### config.mk
export PLATFORM = sky130hd
export DESIGN_NAME = blob_extractor
export DESIGN_NICKNAME = d
export VERILOG_FILES = /design/src/design/blob_geom_pkg.sv /design/src/design/blob_record_pkg.sv /design/src/design/blob_extractor.sv /design/src/design/blob_record_writer.sv /design/src/design/fill_walker.sv /design/src/design/seed_stack.sv
export SDC_FILE = /design/constraint.sdc
export NUM_CORES = 2
export LEC_CHECK = 0
export BUFFER_PORTS_ARGS = -buffer_cell sky130_fd_sc_hd__buf_2
export CAP_MARGIN = 10
export CELL_PAD_IN_SITES_DETAIL_PLACEMENT = 1
export CELL_PAD_IN_SITES_GLOBAL_PLACEMENT = 2
export CORE_UTILIZATION = 36
export DETAILED_ROUTE_END_ITERATION = 6
export PLACE_DENSITY_LB_ADDON = 0.1
export RECOVER_POWER = 100
export REMOVE_ABC_BUFFERS = 1
export SETUP_SLACK_MARGIN = 0.5
export SYNTH_ARGS = -nofsm -noshare
export SYNTH_HDL_FRONTEND = slang
export SYNTH_HIERARCHICAL = 1
export SYNTH_SLANG_ARGS = --single-unit
export TNS_END_PERCENT = 100
### constraint.sdc
create_clock -name clk -period 13.3 [get_ports clk]
set_input_delay 2.66 -clock clk [delete_from_list [all_inputs] [get_ports clk]]
set_output_delay 2.66 -clock clk [all_outputs]
set_load 0.005 [all_outputs]
### src/design/blob_geom_pkg.sv
`default_nettype none

package blob_geom_pkg;

	// Image size in pixels
	localparam int IMG_W  = 16;
	localparam int IMG_H  = 12;
	// Border that the scan and the fill never touch
	localparam int MARGIN = 1;

	localparam int STACK_DEPTH = 256;
	localparam int STACK_AW    = $clog2(STACK_DEPTH);

	typedef logic [7:0]  coord_t;
	typedef logic [7:0]  addr_t;
	typedef logic [15:0] pixel_t;
	typedef logic [15:0] label_t;
	// x in the upper byte, y in the lower byte
	typedef logic [15:0] seed_t;

	// Inclusive bounds of the inner window
	localparam coord_t X_MIN = coord_t'(MARGIN);
	localparam coord_t X_MAX = coord_t'(IMG_W - 1 - MARGIN);
	localparam coord_t Y_MIN = coord_t'(MARGIN);
	localparam coord_t Y_MAX = coord_t'(IMG_H - 1 - MARGIN);

	// 0 is unlabelled foreground, 1 is background, labels start above
	localparam pixel_t PIX_FG      = pixel_t'(0);
	localparam label_t FIRST_LABEL = label_t'(2);

endpackage

`default_nettype wire

### src/design/blob_record_pkg.sv
`default_nettype none

package blob_record_pkg;

	typedef logic [31:0] record_word_t;
	typedef logic [7:0]  rec_addr_t;

	localparam int           WORDS_PER_RECORD = 2;
	localparam record_word_t TERM_WORD        = '1;

	// Word 0 is label over size
	function automatic record_word_t make_word0(logic [15:0] label, logic [15:0] size);
		return {label, size};
	endfunction

	// Word 1 is the bounding box with min x in the top byte
	function automatic record_word_t make_word1(logic [7:0] min_x, logic [7:0] min_y,
			logic [7:0] max_x, logic [7:0] max_y);
		return {min_x, min_y, max_x, max_y};
	endfunction

endpackage

`default_nettype wire

### src/design/blob_extractor.sv
`default_nettype none

module blob_extractor (
	input  wire                           clk,
	input  wire                           arst_n,
	input  wire                           enable,
	input  wire blob_geom_pkg::pixel_t    data_read,
	output blob_geom_pkg::addr_t          address,
	output logic                          wren,
	output blob_geom_pkg::pixel_t         data_write,
	output logic                          record_valid,
	output blob_record_pkg::rec_addr_t    record_addr,
	output blob_record_pkg::record_word_t record_word,
	output blob_geom_pkg::label_t         blob_count,
	output logic                          done,
	output logic                          stack_overflow
);

	// Walker to stack
	logic                  push;
	logic                  pop;
	logic                  clear;
	logic                  empty;
	blob_geom_pkg::seed_t  push_seed;
	blob_geom_pkg::seed_t  pop_seed;

	// Walker to record writer
	logic                  frame_start;
	logic                  blob_start;
	logic                  pixel_strobe;
	logic                  blob_end;
	logic                  scan_end;
	blob_geom_pkg::label_t blob_label;
	blob_geom_pkg::coord_t pixel_x;
	blob_geom_pkg::coord_t pixel_y;

	fill_walker u_walker (
		.clk          (clk),
		.arst_n       (arst_n),
		.enable       (enable),
		.data_read    (data_read),
		.pop_seed     (pop_seed),
		.empty        (empty),
		.address      (address),
		.wren         (wren),
		.data_write   (data_write),
		.push         (push),
		.push_seed    (push_seed),
		.pop          (pop),
		.clear        (clear),
		.frame_start  (frame_start),
		.blob_start   (blob_start),
		.blob_label   (blob_label),
		.pixel_strobe (pixel_strobe),
		.pixel_x      (pixel_x),
		.pixel_y      (pixel_y),
		.blob_end     (blob_end),
		.scan_end     (scan_end)
	);

	seed_stack u_stack (
		.clk       (clk),
		.arst_n    (arst_n),
		.push      (push),
		.push_seed (push_seed),
		.pop       (pop),
		.clear     (clear),
		.pop_seed  (pop_seed),
		.empty     (empty),
		.overflow  (stack_overflow)
	);

	blob_record_writer u_writer (
		.clk          (clk),
		.arst_n       (arst_n),
		.frame_start  (frame_start),
		.blob_start   (blob_start),
		.blob_label   (blob_label),
		.pixel_strobe (pixel_strobe),
		.pixel_x      (pixel_x),
		.pixel_y      (pixel_y),
		.blob_end     (blob_end),
		.scan_end     (scan_end),
		.record_valid (record_valid),
		.record_addr  (record_addr),
		.record_word  (record_word),
		.blob_count   (blob_count),
		.done         (done)
	);

endmodule

`default_nettype wire

### src/design/blob_record_writer.sv
`default_nettype none

module blob_record_writer (
	input  wire                           clk,
	input  wire                           arst_n,
	input  wire                           frame_start,
	input  wire                           blob_start,
	input  wire blob_geom_pkg::label_t    blob_label,
	input  wire                           pixel_strobe,
	input  wire blob_geom_pkg::coord_t    pixel_x,
	input  wire blob_geom_pkg::coord_t    pixel_y,
	input  wire                           blob_end,
	input  wire                           scan_end,
	output logic                          record_valid,
	output blob_record_pkg::rec_addr_t    record_addr,
	output blob_record_pkg::record_word_t record_word,
	output blob_geom_pkg::label_t         blob_count,
	output logic                          done
);

	typedef enum logic [2:0] {
		S_IDLE, S_WORD0, S_WORD1, S_TERM0, S_TERM1
	} state_t;

	state_t                        state;
	blob_geom_pkg::label_t         cur_label;
	logic [15:0]                   blob_size;
	blob_geom_pkg::coord_t         min_x;
	blob_geom_pkg::coord_t         min_y;
	blob_geom_pkg::coord_t         max_x;
	blob_geom_pkg::coord_t         max_y;
	blob_record_pkg::record_word_t word0_q;
	blob_record_pkg::record_word_t word1_q;
	blob_record_pkg::rec_addr_t    rec_base;

	always_comb begin
		record_valid = (state != S_IDLE);
		record_addr  = rec_base;
		record_word  = blob_record_pkg::TERM_WORD;
		case (state)
			S_WORD0: record_word = word0_q;
			S_WORD1: begin
				record_addr = rec_base + blob_record_pkg::rec_addr_t'(1);
				record_word = word1_q;
			end
			S_TERM1: record_addr = rec_base + blob_record_pkg::rec_addr_t'(1);
			default: record_word = blob_record_pkg::TERM_WORD;
		endcase
	end

	always_ff @(posedge clk or negedge arst_n) begin
		if (!arst_n) begin
			state      <= S_IDLE;
			blob_count <= '0;
			done       <= 1'b0;
		end else begin
			if (frame_start) begin
				blob_count <= '0;
				done       <= 1'b0;
			end
			case (state)
				S_IDLE: begin
					if (blob_end) begin
						blob_count <= blob_count + 1'b1;
						state      <= S_WORD0;
					end else if (scan_end) begin
						state <= S_TERM0;
					end
				end
				S_WORD0: state <= S_WORD1;
				S_WORD1: state <= S_IDLE;
				S_TERM0: state <= S_TERM1;
				S_TERM1: begin
					state <= S_IDLE;
					done  <= 1'b1;
				end
				default: state <= S_IDLE;
			endcase
		end
	end

	// Running size and bounding box of the blob being filled
	always_ff @(posedge clk) begin
		if (blob_start) begin
			cur_label <= blob_label;
			blob_size <= '0;
			min_x     <= '1;
			min_y     <= '1;
			max_x     <= '0;
			max_y     <= '0;
		end else if (pixel_strobe) begin
			blob_size <= blob_size + 1'b1;
			if (pixel_x < min_x) begin
				min_x <= pixel_x;
			end
			if (pixel_x > max_x) begin
				max_x <= pixel_x;
			end
			if (pixel_y < min_y) begin
				min_y <= pixel_y;
			end
			if (pixel_y > max_y) begin
				max_y <= pixel_y;
			end
		end
		// Record words are latched as the blob ends
		if (blob_end) begin
			word0_q <= blob_record_pkg::make_word0(cur_label, blob_size);
			word1_q <= blob_record_pkg::make_word1(min_x, min_y, max_x, max_y);
		end
		if (blob_end || scan_end) begin
			rec_base <= blob_record_pkg::rec_addr_t'(blob_count *
				blob_record_pkg::WORDS_PER_RECORD);
		end
	end

endmodule

`default_nettype wire

### src/design/fill_walker.sv
`default_nettype none

module fill_walker (
	input  wire                          clk,
	input  wire                          arst_n,
	input  wire                          enable,
	input  wire blob_geom_pkg::pixel_t   data_read,
	input  wire blob_geom_pkg::seed_t    pop_seed,
	input  wire                          empty,
	output blob_geom_pkg::addr_t         address,
	output logic                         wren,
	output blob_geom_pkg::pixel_t        data_write,
	output logic                         push,
	output blob_geom_pkg::seed_t         push_seed,
	output logic                         pop,
	output logic                         clear,
	output logic                         frame_start,
	output logic                         blob_start,
	output blob_geom_pkg::label_t        blob_label,
	output logic                         pixel_strobe,
	output blob_geom_pkg::coord_t        pixel_x,
	output blob_geom_pkg::coord_t        pixel_y,
	output logic                         blob_end,
	output logic                         scan_end
);

	typedef enum logic [2:0] {
		S_IDLE, S_SCAN_ADDR, S_SCAN_TEST, S_POP,
		S_FETCH, S_TEST, S_PUSH_NB, S_FINISH
	} state_t;

	state_t                state;
	logic                  enable_q;
	logic                  start_edge;
	logic                  scan_done;
	logic                  is_fg;
	blob_geom_pkg::coord_t scan_x;
	blob_geom_pkg::coord_t scan_y;
	blob_geom_pkg::coord_t cur_x;
	blob_geom_pkg::coord_t cur_y;
	blob_geom_pkg::coord_t nb_x;
	blob_geom_pkg::coord_t nb_y;
	blob_geom_pkg::label_t label;
	logic [1:0]            nb_idx;

	function automatic blob_geom_pkg::addr_t pix_addr(blob_geom_pkg::coord_t x,
			blob_geom_pkg::coord_t y);
		return blob_geom_pkg::addr_t'(int'(y) * blob_geom_pkg::IMG_W + int'(x));
	endfunction

	function automatic logic in_window(blob_geom_pkg::coord_t x, blob_geom_pkg::coord_t y);
		return (x >= blob_geom_pkg::X_MIN) && (x <= blob_geom_pkg::X_MAX) &&
			(y >= blob_geom_pkg::Y_MIN) && (y <= blob_geom_pkg::Y_MAX);
	endfunction

	assign start_edge = enable && !enable_q;
	assign scan_done  = (scan_y > blob_geom_pkg::Y_MAX);
	assign is_fg      = (data_read == blob_geom_pkg::PIX_FG);

	assign data_write = label;
	assign blob_label = label;
	assign pixel_x    = cur_x;
	assign pixel_y    = cur_y;

	// Neighbour order is left, right, up, down
	always_comb begin
		nb_x = cur_x;
		nb_y = cur_y;
		case (nb_idx)
			2'd0: nb_x = cur_x - 1'b1;
			2'd1: nb_x = cur_x + 1'b1;
			2'd2: nb_y = cur_y - 1'b1;
			default: nb_y = cur_y + 1'b1;
		endcase
	end

	always_comb begin
		address      = pix_addr(scan_x, scan_y);
		wren         = 1'b0;
		push         = 1'b0;
		push_seed    = {scan_x, scan_y};
		pop          = 1'b0;
		clear        = 1'b0;
		frame_start  = 1'b0;
		blob_start   = 1'b0;
		pixel_strobe = 1'b0;
		blob_end     = 1'b0;
		scan_end     = 1'b0;
		case (state)
			S_IDLE: begin
				clear       = start_edge;
				frame_start = start_edge;
			end
			S_SCAN_ADDR: scan_end = scan_done;
			S_SCAN_TEST: begin
				// An unlabelled pixel becomes the first seed
				blob_start = is_fg;
				push       = is_fg;
			end
			S_POP: pop = !empty;
			// Stack output is registered, so its address goes straight out
			S_FETCH: address = pix_addr(pop_seed[15:8], pop_seed[7:0]);
			S_TEST: begin
				address      = pix_addr(cur_x, cur_y);
				wren         = is_fg;
				pixel_strobe = is_fg;
			end
			S_PUSH_NB: begin
				push      = in_window(nb_x, nb_y);
				push_seed = {nb_x, nb_y};
			end
			S_FINISH: blob_end = 1'b1;
		endcase
	end

	always_ff @(posedge clk or negedge arst_n) begin
		if (!arst_n) begin
			state    <= S_IDLE;
			enable_q <= 1'b0;
			scan_x   <= '0;
			scan_y   <= '0;
			label    <= '0;
			nb_idx   <= '0;
		end else begin
			enable_q <= enable;
			case (state)
				S_IDLE: begin
					if (start_edge) begin
						scan_x <= blob_geom_pkg::X_MIN;
						scan_y <= blob_geom_pkg::Y_MIN;
						label  <= blob_geom_pkg::FIRST_LABEL;
						state  <= S_SCAN_ADDR;
					end
				end
				S_SCAN_ADDR: state <= scan_done ? S_IDLE : S_SCAN_TEST;
				S_SCAN_TEST: begin
					if (is_fg) begin
						state <= S_POP;
					end else begin
						if (scan_x == blob_geom_pkg::X_MAX) begin
							scan_x <= blob_geom_pkg::X_MIN;
							scan_y <= scan_y + 1'b1;
						end else begin
							scan_x <= scan_x + 1'b1;
						end
						state <= S_SCAN_ADDR;
					end
				end
				S_POP: state <= empty ? S_FINISH : S_FETCH;
				S_FETCH: state <= S_TEST;
				// Pixel already labelled through another path is skipped
				S_TEST: state <= is_fg ? S_PUSH_NB : S_POP;
				S_PUSH_NB: begin
					nb_idx <= nb_idx + 1'b1;
					if (nb_idx == 2'd3) begin
						state <= S_POP;
					end
				end
				S_FINISH: begin
					// Scan resumes on the seed pixel, which now reads back as labelled
					label <= label + 1'b1;
					state <= S_SCAN_ADDR;
				end
			endcase
		end
	end

	always_ff @(posedge clk) begin
		if (state == S_FETCH) begin
			cur_x <= pop_seed[15:8];
			cur_y <= pop_seed[7:0];
		end
	end

endmodule

`default_nettype wire

### src/design/seed_stack.sv
`default_nettype none

module seed_stack (
	input  wire                          clk,
	input  wire                          arst_n,
	input  wire                          push,
	input  wire blob_geom_pkg::seed_t    push_seed,
	input  wire                          pop,
	input  wire                          clear,
	output blob_geom_pkg::seed_t         pop_seed,
	output logic                         empty,
	output logic                         overflow
);

	// Entry count is one bit wider than the index so full and empty differ
	logic [blob_geom_pkg::STACK_AW:0]   count;
	logic [blob_geom_pkg::STACK_AW-1:0] top_idx;
	logic                               full;
	blob_geom_pkg::seed_t               mem [blob_geom_pkg::STACK_DEPTH];

	assign full    = (count == (blob_geom_pkg::STACK_AW + 1)'(blob_geom_pkg::STACK_DEPTH));
	assign empty   = (count == '0);
	assign top_idx = count[blob_geom_pkg::STACK_AW-1:0] - 1'b1;

	always_ff @(posedge clk or negedge arst_n) begin
		if (!arst_n) begin
			count    <= '0;
			overflow <= 1'b0;
		end else if (clear) begin
			count    <= '0;
			overflow <= 1'b0;
		end else if (push) begin
			// A push onto a full stack is dropped and flagged
			if (full) begin
				overflow <= 1'b1;
			end else begin
				count <= count + 1'b1;
			end
		end else if (pop && !empty) begin
			count <= count - 1'b1;
		end
	end

	always_ff @(posedge clk) begin
		if (push && !full && !clear) begin
			mem[count[blob_geom_pkg::STACK_AW-1:0]] <= push_seed;
		end
		if (pop && !empty) begin
			pop_seed <= mem[top_idx];
		end
	end

endmodule

`default_nettype wire

# == Word-level counts from Yosys, hierarchy flattened ==
# Memories as Yosys holds them, arrays and structs flattened. A register that Yosys moved wholly into a read port is not among the register bits.
# Index checks and enable logic that the tools add are counted.
# classes
add_sub_neg,17
order_cmp,9
muxes,46
reduce_logical,36
eq_ne,22
# op_table
operator,count
2-to-1 mux 16 bit,5
case mux 8 bit (2 select lines),5
case mux 32 bit (2 select lines),1
"adder 16 x 1 -> 16 bit, second input constant",3
2-to-1 mux 8 bit,6
"adder 8 x 1 -> 8 bit, second input constant",5
2-to-1 mux 9 bit,4
case mux 16 bit (2 select lines),1
adder 8 bit,3
case mux 3 bit (8 select lines),1
"subtractor 8 x 1 -> 8 bit, second input constant",3
">= comparator 8 x 1 -> 1 bit, second input constant",2
greater-than comparator 8 bit,2
"less-or-equal comparator 8 x 4 -> 1 bit, second input constant",2
logical NOT 16 bit,1
less-than comparator 8 bit,2
AND reduction 2 bit,8
"equality test 3 bit, second input constant",5
2-to-1 mux 3 bit,5
2-to-1 mux 1 bit,13
"equality test 3 x 2 -> 1 bit, second input constant",4
nonzero test 2 bit,5
"adder 9 x 1 -> 9 bit, second input constant",1
"equality test 9 bit, second input constant",1
other kinds (24),42
# totals
word_cells,153
reg_bits,219
ram_bits,4096
out_inout_bits,84
memories,1
# mem_list
name,depth,width,rd,rd_clocked_by_memory_dff,wr,line_no,text
u_stack.mem,256,16,1,1,1,seed_stack.sv:19,blob_geom_pkg::seed_t mem [blob_geom_pkg::STACK_DEPTH];

# == Depth between registers and ports, before layout ==
# depth
ltp_word,11
mapped_depth,22
depth_no_buf,20

# == Cells and area by module ==
# The synthesis kept the hierarchy.
# by_module_without_submodules
module,seq_area_each_um2,cells_each,instances,area_each_um2
seed_stack,123728.7,6349,1,157457.3
blob_record_writer,4073.9,583,1,6792.8
fill_walker,1431.4,512,1,4360.4

# == Worst setup path before layout ==
# OpenSTA, ideal clock, no wires.
# synth_path
path_kind,register to register
from,register u_walker.nb_idx[1]
to,memory u_stack/mem[0][15] in the netlist's numbering (data pin)
n_path_buf,0
path_stages_with_launch,12
required_time_ns,11.111
arrival_ns,12.004
setup_slack_ns,-0.893
path_cell_list,dfrtp_1 -> inv_1 -> ha_1 -> inv_1 -> ha_1 -> and3_1 -> a41o_1 -> nand3_1 -> and3_1 -> mux2i_1 -> xnor2_1 -> o21ai_0
# synth_between
elab_chain_len,3
# synth_rtl
item,line_no,text
start: declaration,fill_walker.sv:44,logic [1:0] nb_idx;
start signal: assignment,fill_walker.sv:154,nb_idx <= nb_idx + 1'b1;
equality test 2 x 1 -> 1 bit / logical NOT 2 bit (equally long branches),fill_walker.sv:69,case (nb_idx)
case mux 8 bit (2 select lines) *,fill_walker.sv:69,
2-to-1 mux 16 bit *,fill_walker.sv:89,case (state)
via push_seed[15],blob_extractor.sv:24,blob_geom_pkg::seed_t push_seed;
end: declaration,seed_stack.sv:19,
# Mark *: on every way through the listed nets, which the timed path passes. The rest lies on a longest branch.

# == Worst setup path in the final report ==
# layout_path
from,register u_walker.nb_idx[0]
to,memory u_stack/mem[69][6] in the netlist's numbering (data pin)
# layout_between
elab_chain_len,4
# layout_rtl
item,line_no
equality test 2 x 1 -> 1 bit / logical NOT 2 bit (equally long branches),fill_walker.sv:69
OR reduction 2 bit (no line),--
case mux 8 bit (2 select lines) *,fill_walker.sv:69
2-to-1 mux 16 bit *,fill_walker.sv:89
via push_seed[6],blob_extractor.sv:24
# Marks and branches as above.

==> run metrics <==
Synth Area in Adders less than 1%; Residual DRC 0; Yosys Warn Count 6; Setup Buffers After CTS 0; vias in the first global route slightly above 80000; remaining antenna violation count 0; multiplexer share of the synthesized area 17.4%; status complete, but fails checks; final instance area around 190000 µm²; async set-reset flop share out of synthesis 1.57%; Worst-path clk slew ~0.06 ns; GRT overflow 0; Gate Count Post-Synth between 7000 and 8000; Starting Density roughly 36%; final number of max-transition violations between 5000 and 6000; Port Buffers ~100; XOR/XNOR Fraction of Synth Area less than 1%; hold_buf cts 0; WL final 497 mm; final period utilization a little over 70%; Worst Path Required around 14 ns; number of fill cells between 40000 and 50000; CTS Root Cell clkbuf_16; Fin Clk Skew around 0.067 ns; largest family of logic cells by synthesized area multiplexers; Post-synth EDFFs approximately 4200; Num CTS Buffers roughly 470; largest net degree at the start of global routing 161; max-cap viol count between 200 and 250; Pwr Density about 240 nW/µm²; RSZ-0062 raised after global routing false; endpoints failing setup 0; Detail Placement HPWL around 300 mm; class of the tightest hold or removal check flop to flop; Compound-Gate Fraction of Synth Area 1.69%; sequential share of the synthesized area roughly 77%; first-pass GRT wire length 689 mm; First-pass DRT Iterations 5; Synth Flop Type edfxtp_1; initial antenna violation count 57; crit start category flop; simple-gate share of the synthesized area between 2 and 2.5%; area delta synth->final 13.7%; synthesized cell area around 170000 µm²; DIE AREA about 470000 µm²; fmax 104 MHz; Final Hold Fails 0; htree depth 5; Sink Count about 4300; IO Pins 103; clock buffer depth 4; Worst-Margin Slew around 5.1 ns; WL/cell ~34 µm; Net count, final 7915; Crit. End Element flop; die width around 700 µm; First DRT Iteration DRCs around 8300; post_cts resized 0; Worst IR Drop VDD approximately 0.0003 V; die height ~700 µm; Rel. slew slack -242%; CP Max Fanout roughly 70; CTS tree yes; critical path class flop to flop; failing checks capacitance limit, slew limit; Hold WS 0.419 ns; row count 250; vias post-DR approximately 80000; Clock Latency Late Sink 1.01 ns; Yosys reg bits around 4300; GPL Wtd Cong 0.798; GRT Overall Usage a little over a fifth; Via density 5.52; Avg Cell Area, Syn between 20 and 25 µm²; post-synth cell types 78; Critical Path AT 10.30 ns; core area approximately 460000 µm²; TNS Setup 0 ns; final core occ 41.2%; share of layout cells above drive strength 1 approximately a quarter; Final min period 9.63 ns; area post-placement 178000 µm²; Pleak about 0.061 µW
## cell type report
cell class                      count  area [µm²]  share of cell area [%]
Inverter                           58         218                   0.114
Multi-Input combinational cell   2628       37300                    19.5
Timing Repair Buffer              334        1970                    1.03
Tap cell                         6174        7720                    4.03
Sequential cell                  4331      129000                    67.4
Clock buffer                      568       12300                    6.43
Antenna cell                       24        60.1                  0.0313
Clock inverter                    300        2790                    1.45
## metrics by stage
stage               std cells  total power [µW]  worst slack, ns
floorplan                7017             28800           -54.14
global placement        13500             34100             4.97
detailed placement      13500             34100             4.91
CTS                     14400             47100             5.58
global route            14400             47900             2.87
finish                  14400             46400             3.67
## kinds of logic (layout without fill, tap and decap cells)
| family | after synthesis | after routing |
|---|---|---|
| fa+ha+maj | 74 | 74 |
| mux | 1330 | 1330 |
| other cells | 0 | 24 |
| compound gates | 383 | 383 |
| flops | 4331 | 4331 |
| simple gates | 784 | 784 |
| xor+xnor | 57 | 57 |
| buf+inv | 485 | 1260 |
## per-layer routing
metal	global-route usage [%]	part of all wire, %	vias to the layer above
li1	-	-	32400
met1	30.8	45	44100
met2	33.4	47	2538
met3	2.61	5.9	540
met4	4.53	2.3	0
met5	0	0	-
## cell usage after synthesis, types with 30 or more instances
cell type	instances	area, µm²
mux2i_1	46	460
buf_4	46	345
dfrtp_1	68	1700
nand2b_1	36	225
clkbuf_1	250	938
a22o_1	34	298
nor2_1	370	1390
xnor2_1	31	272
a21oi_1	40	200
a22oi_1	115	863
mux4_2	1280	28800
ha_1	69	863
o21ai_0	61	305
inv_1	57	214
nand2_1	186	698
buf_2	108	541
nand4_1	30	188
nand3_1	52	260
dfxtp_1	48	961
a221oi_1	33	289
edfxtp_1	4215	127000
## flip-flops by register name, indices dropped and copies added, names as in the netlist, 2 cells and up
register	count
u_stack/mem	4096
u_writer/word0_q	32
u_writer/word1_q	32
u_stack/pop_seed	16
u_walker/blob_label	16
u_writer/blob_count	16
u_writer/blob_size	16
u_writer/cur_label	16
u_stack/count	9
u_walker/pixel_x	8
u_walker/pixel_y	8
u_walker/scan_x	8
u_walker/scan_y	8
u_writer/max_x	8
u_writer/max_y	8
u_writer/min_x	8
u_writer/min_y	8
u_writer/rec_base	7
u_walker/state	3
u_writer/state	3
u_walker/nb_idx	2
## critical path, cell delays in order, from the launching register on
cell and delay (ns):
dfrtp_1 0.40, inv_1 0.15, ha_1 0.67, xor2_1 0.21
ha_1 0.28, nand4_1 0.13, a211o_1 0.36, a21oi_1 0.16
xnor2_1 0.11, o21ai_0 2.23, clkbuf_1 2.53, buf_4 0.93
buf_4 0.84
## path summary, 6_finish.rpt
check	start	slack, ns	end	depth (start not counted)
worst min-delay path	u_writer/cur_label[4]	0.42	u_writer/word0_q[20]	0
worst min register to register	u_writer/cur_label[4]	0.42	u_writer/word0_q[20]	0
min in group asynchronous	arst_n	1.69	u_writer/blob_count[13]	1
max in group asynchronous	arst_n	7.84	u_stack/count[0]	2
worst max-delay path	u_walker/nb_idx[0]	3.67	u_stack/mem[69][6]	12
worst max register to register	u_walker/nb_idx[0]	3.67	u_stack/mem[69][6]	12
## placed cells by master, fill, tap and decap left out, types with 8 or more instances in the layout
master      instances
a211oi_1            9
a21o_1              9
a21oi_1            40
a221oi_1           33
a22o_1             34
a22oi_1           115
a31oi_1             8
and3_1             15
buf_12             20
buf_2              37
buf_4              91
bufinv_16          45
clkbuf_1          274
clkbuf_16         478
clkinv_1          109
clkinv_2           98
clkinvlp_4         26
dfrtp_1            68
dfxtp_1            48
diode_2            24
edfxtp_1         4215
ha_1               69
inv_1              58
mux2i_1            46
mux4_2           1280
nand2_1           175
nand2b_1           36
nand3_1            48
nand4_1            30
nor2_1            370
nor2b_1            14
nor3_1             19
nor4_1             12
o211ai_1           10
o21ai_0            59
o221ai_1           16
o31ai_1            12
xnor2_1            29
xor2_1             26
## power breakdown
part           internal [µW]  switching, µW
registers              15900            172
logic                   6430          11000
clock network           7440           5430
total                  29800          16600
Power figures use the tool's default switching activity.
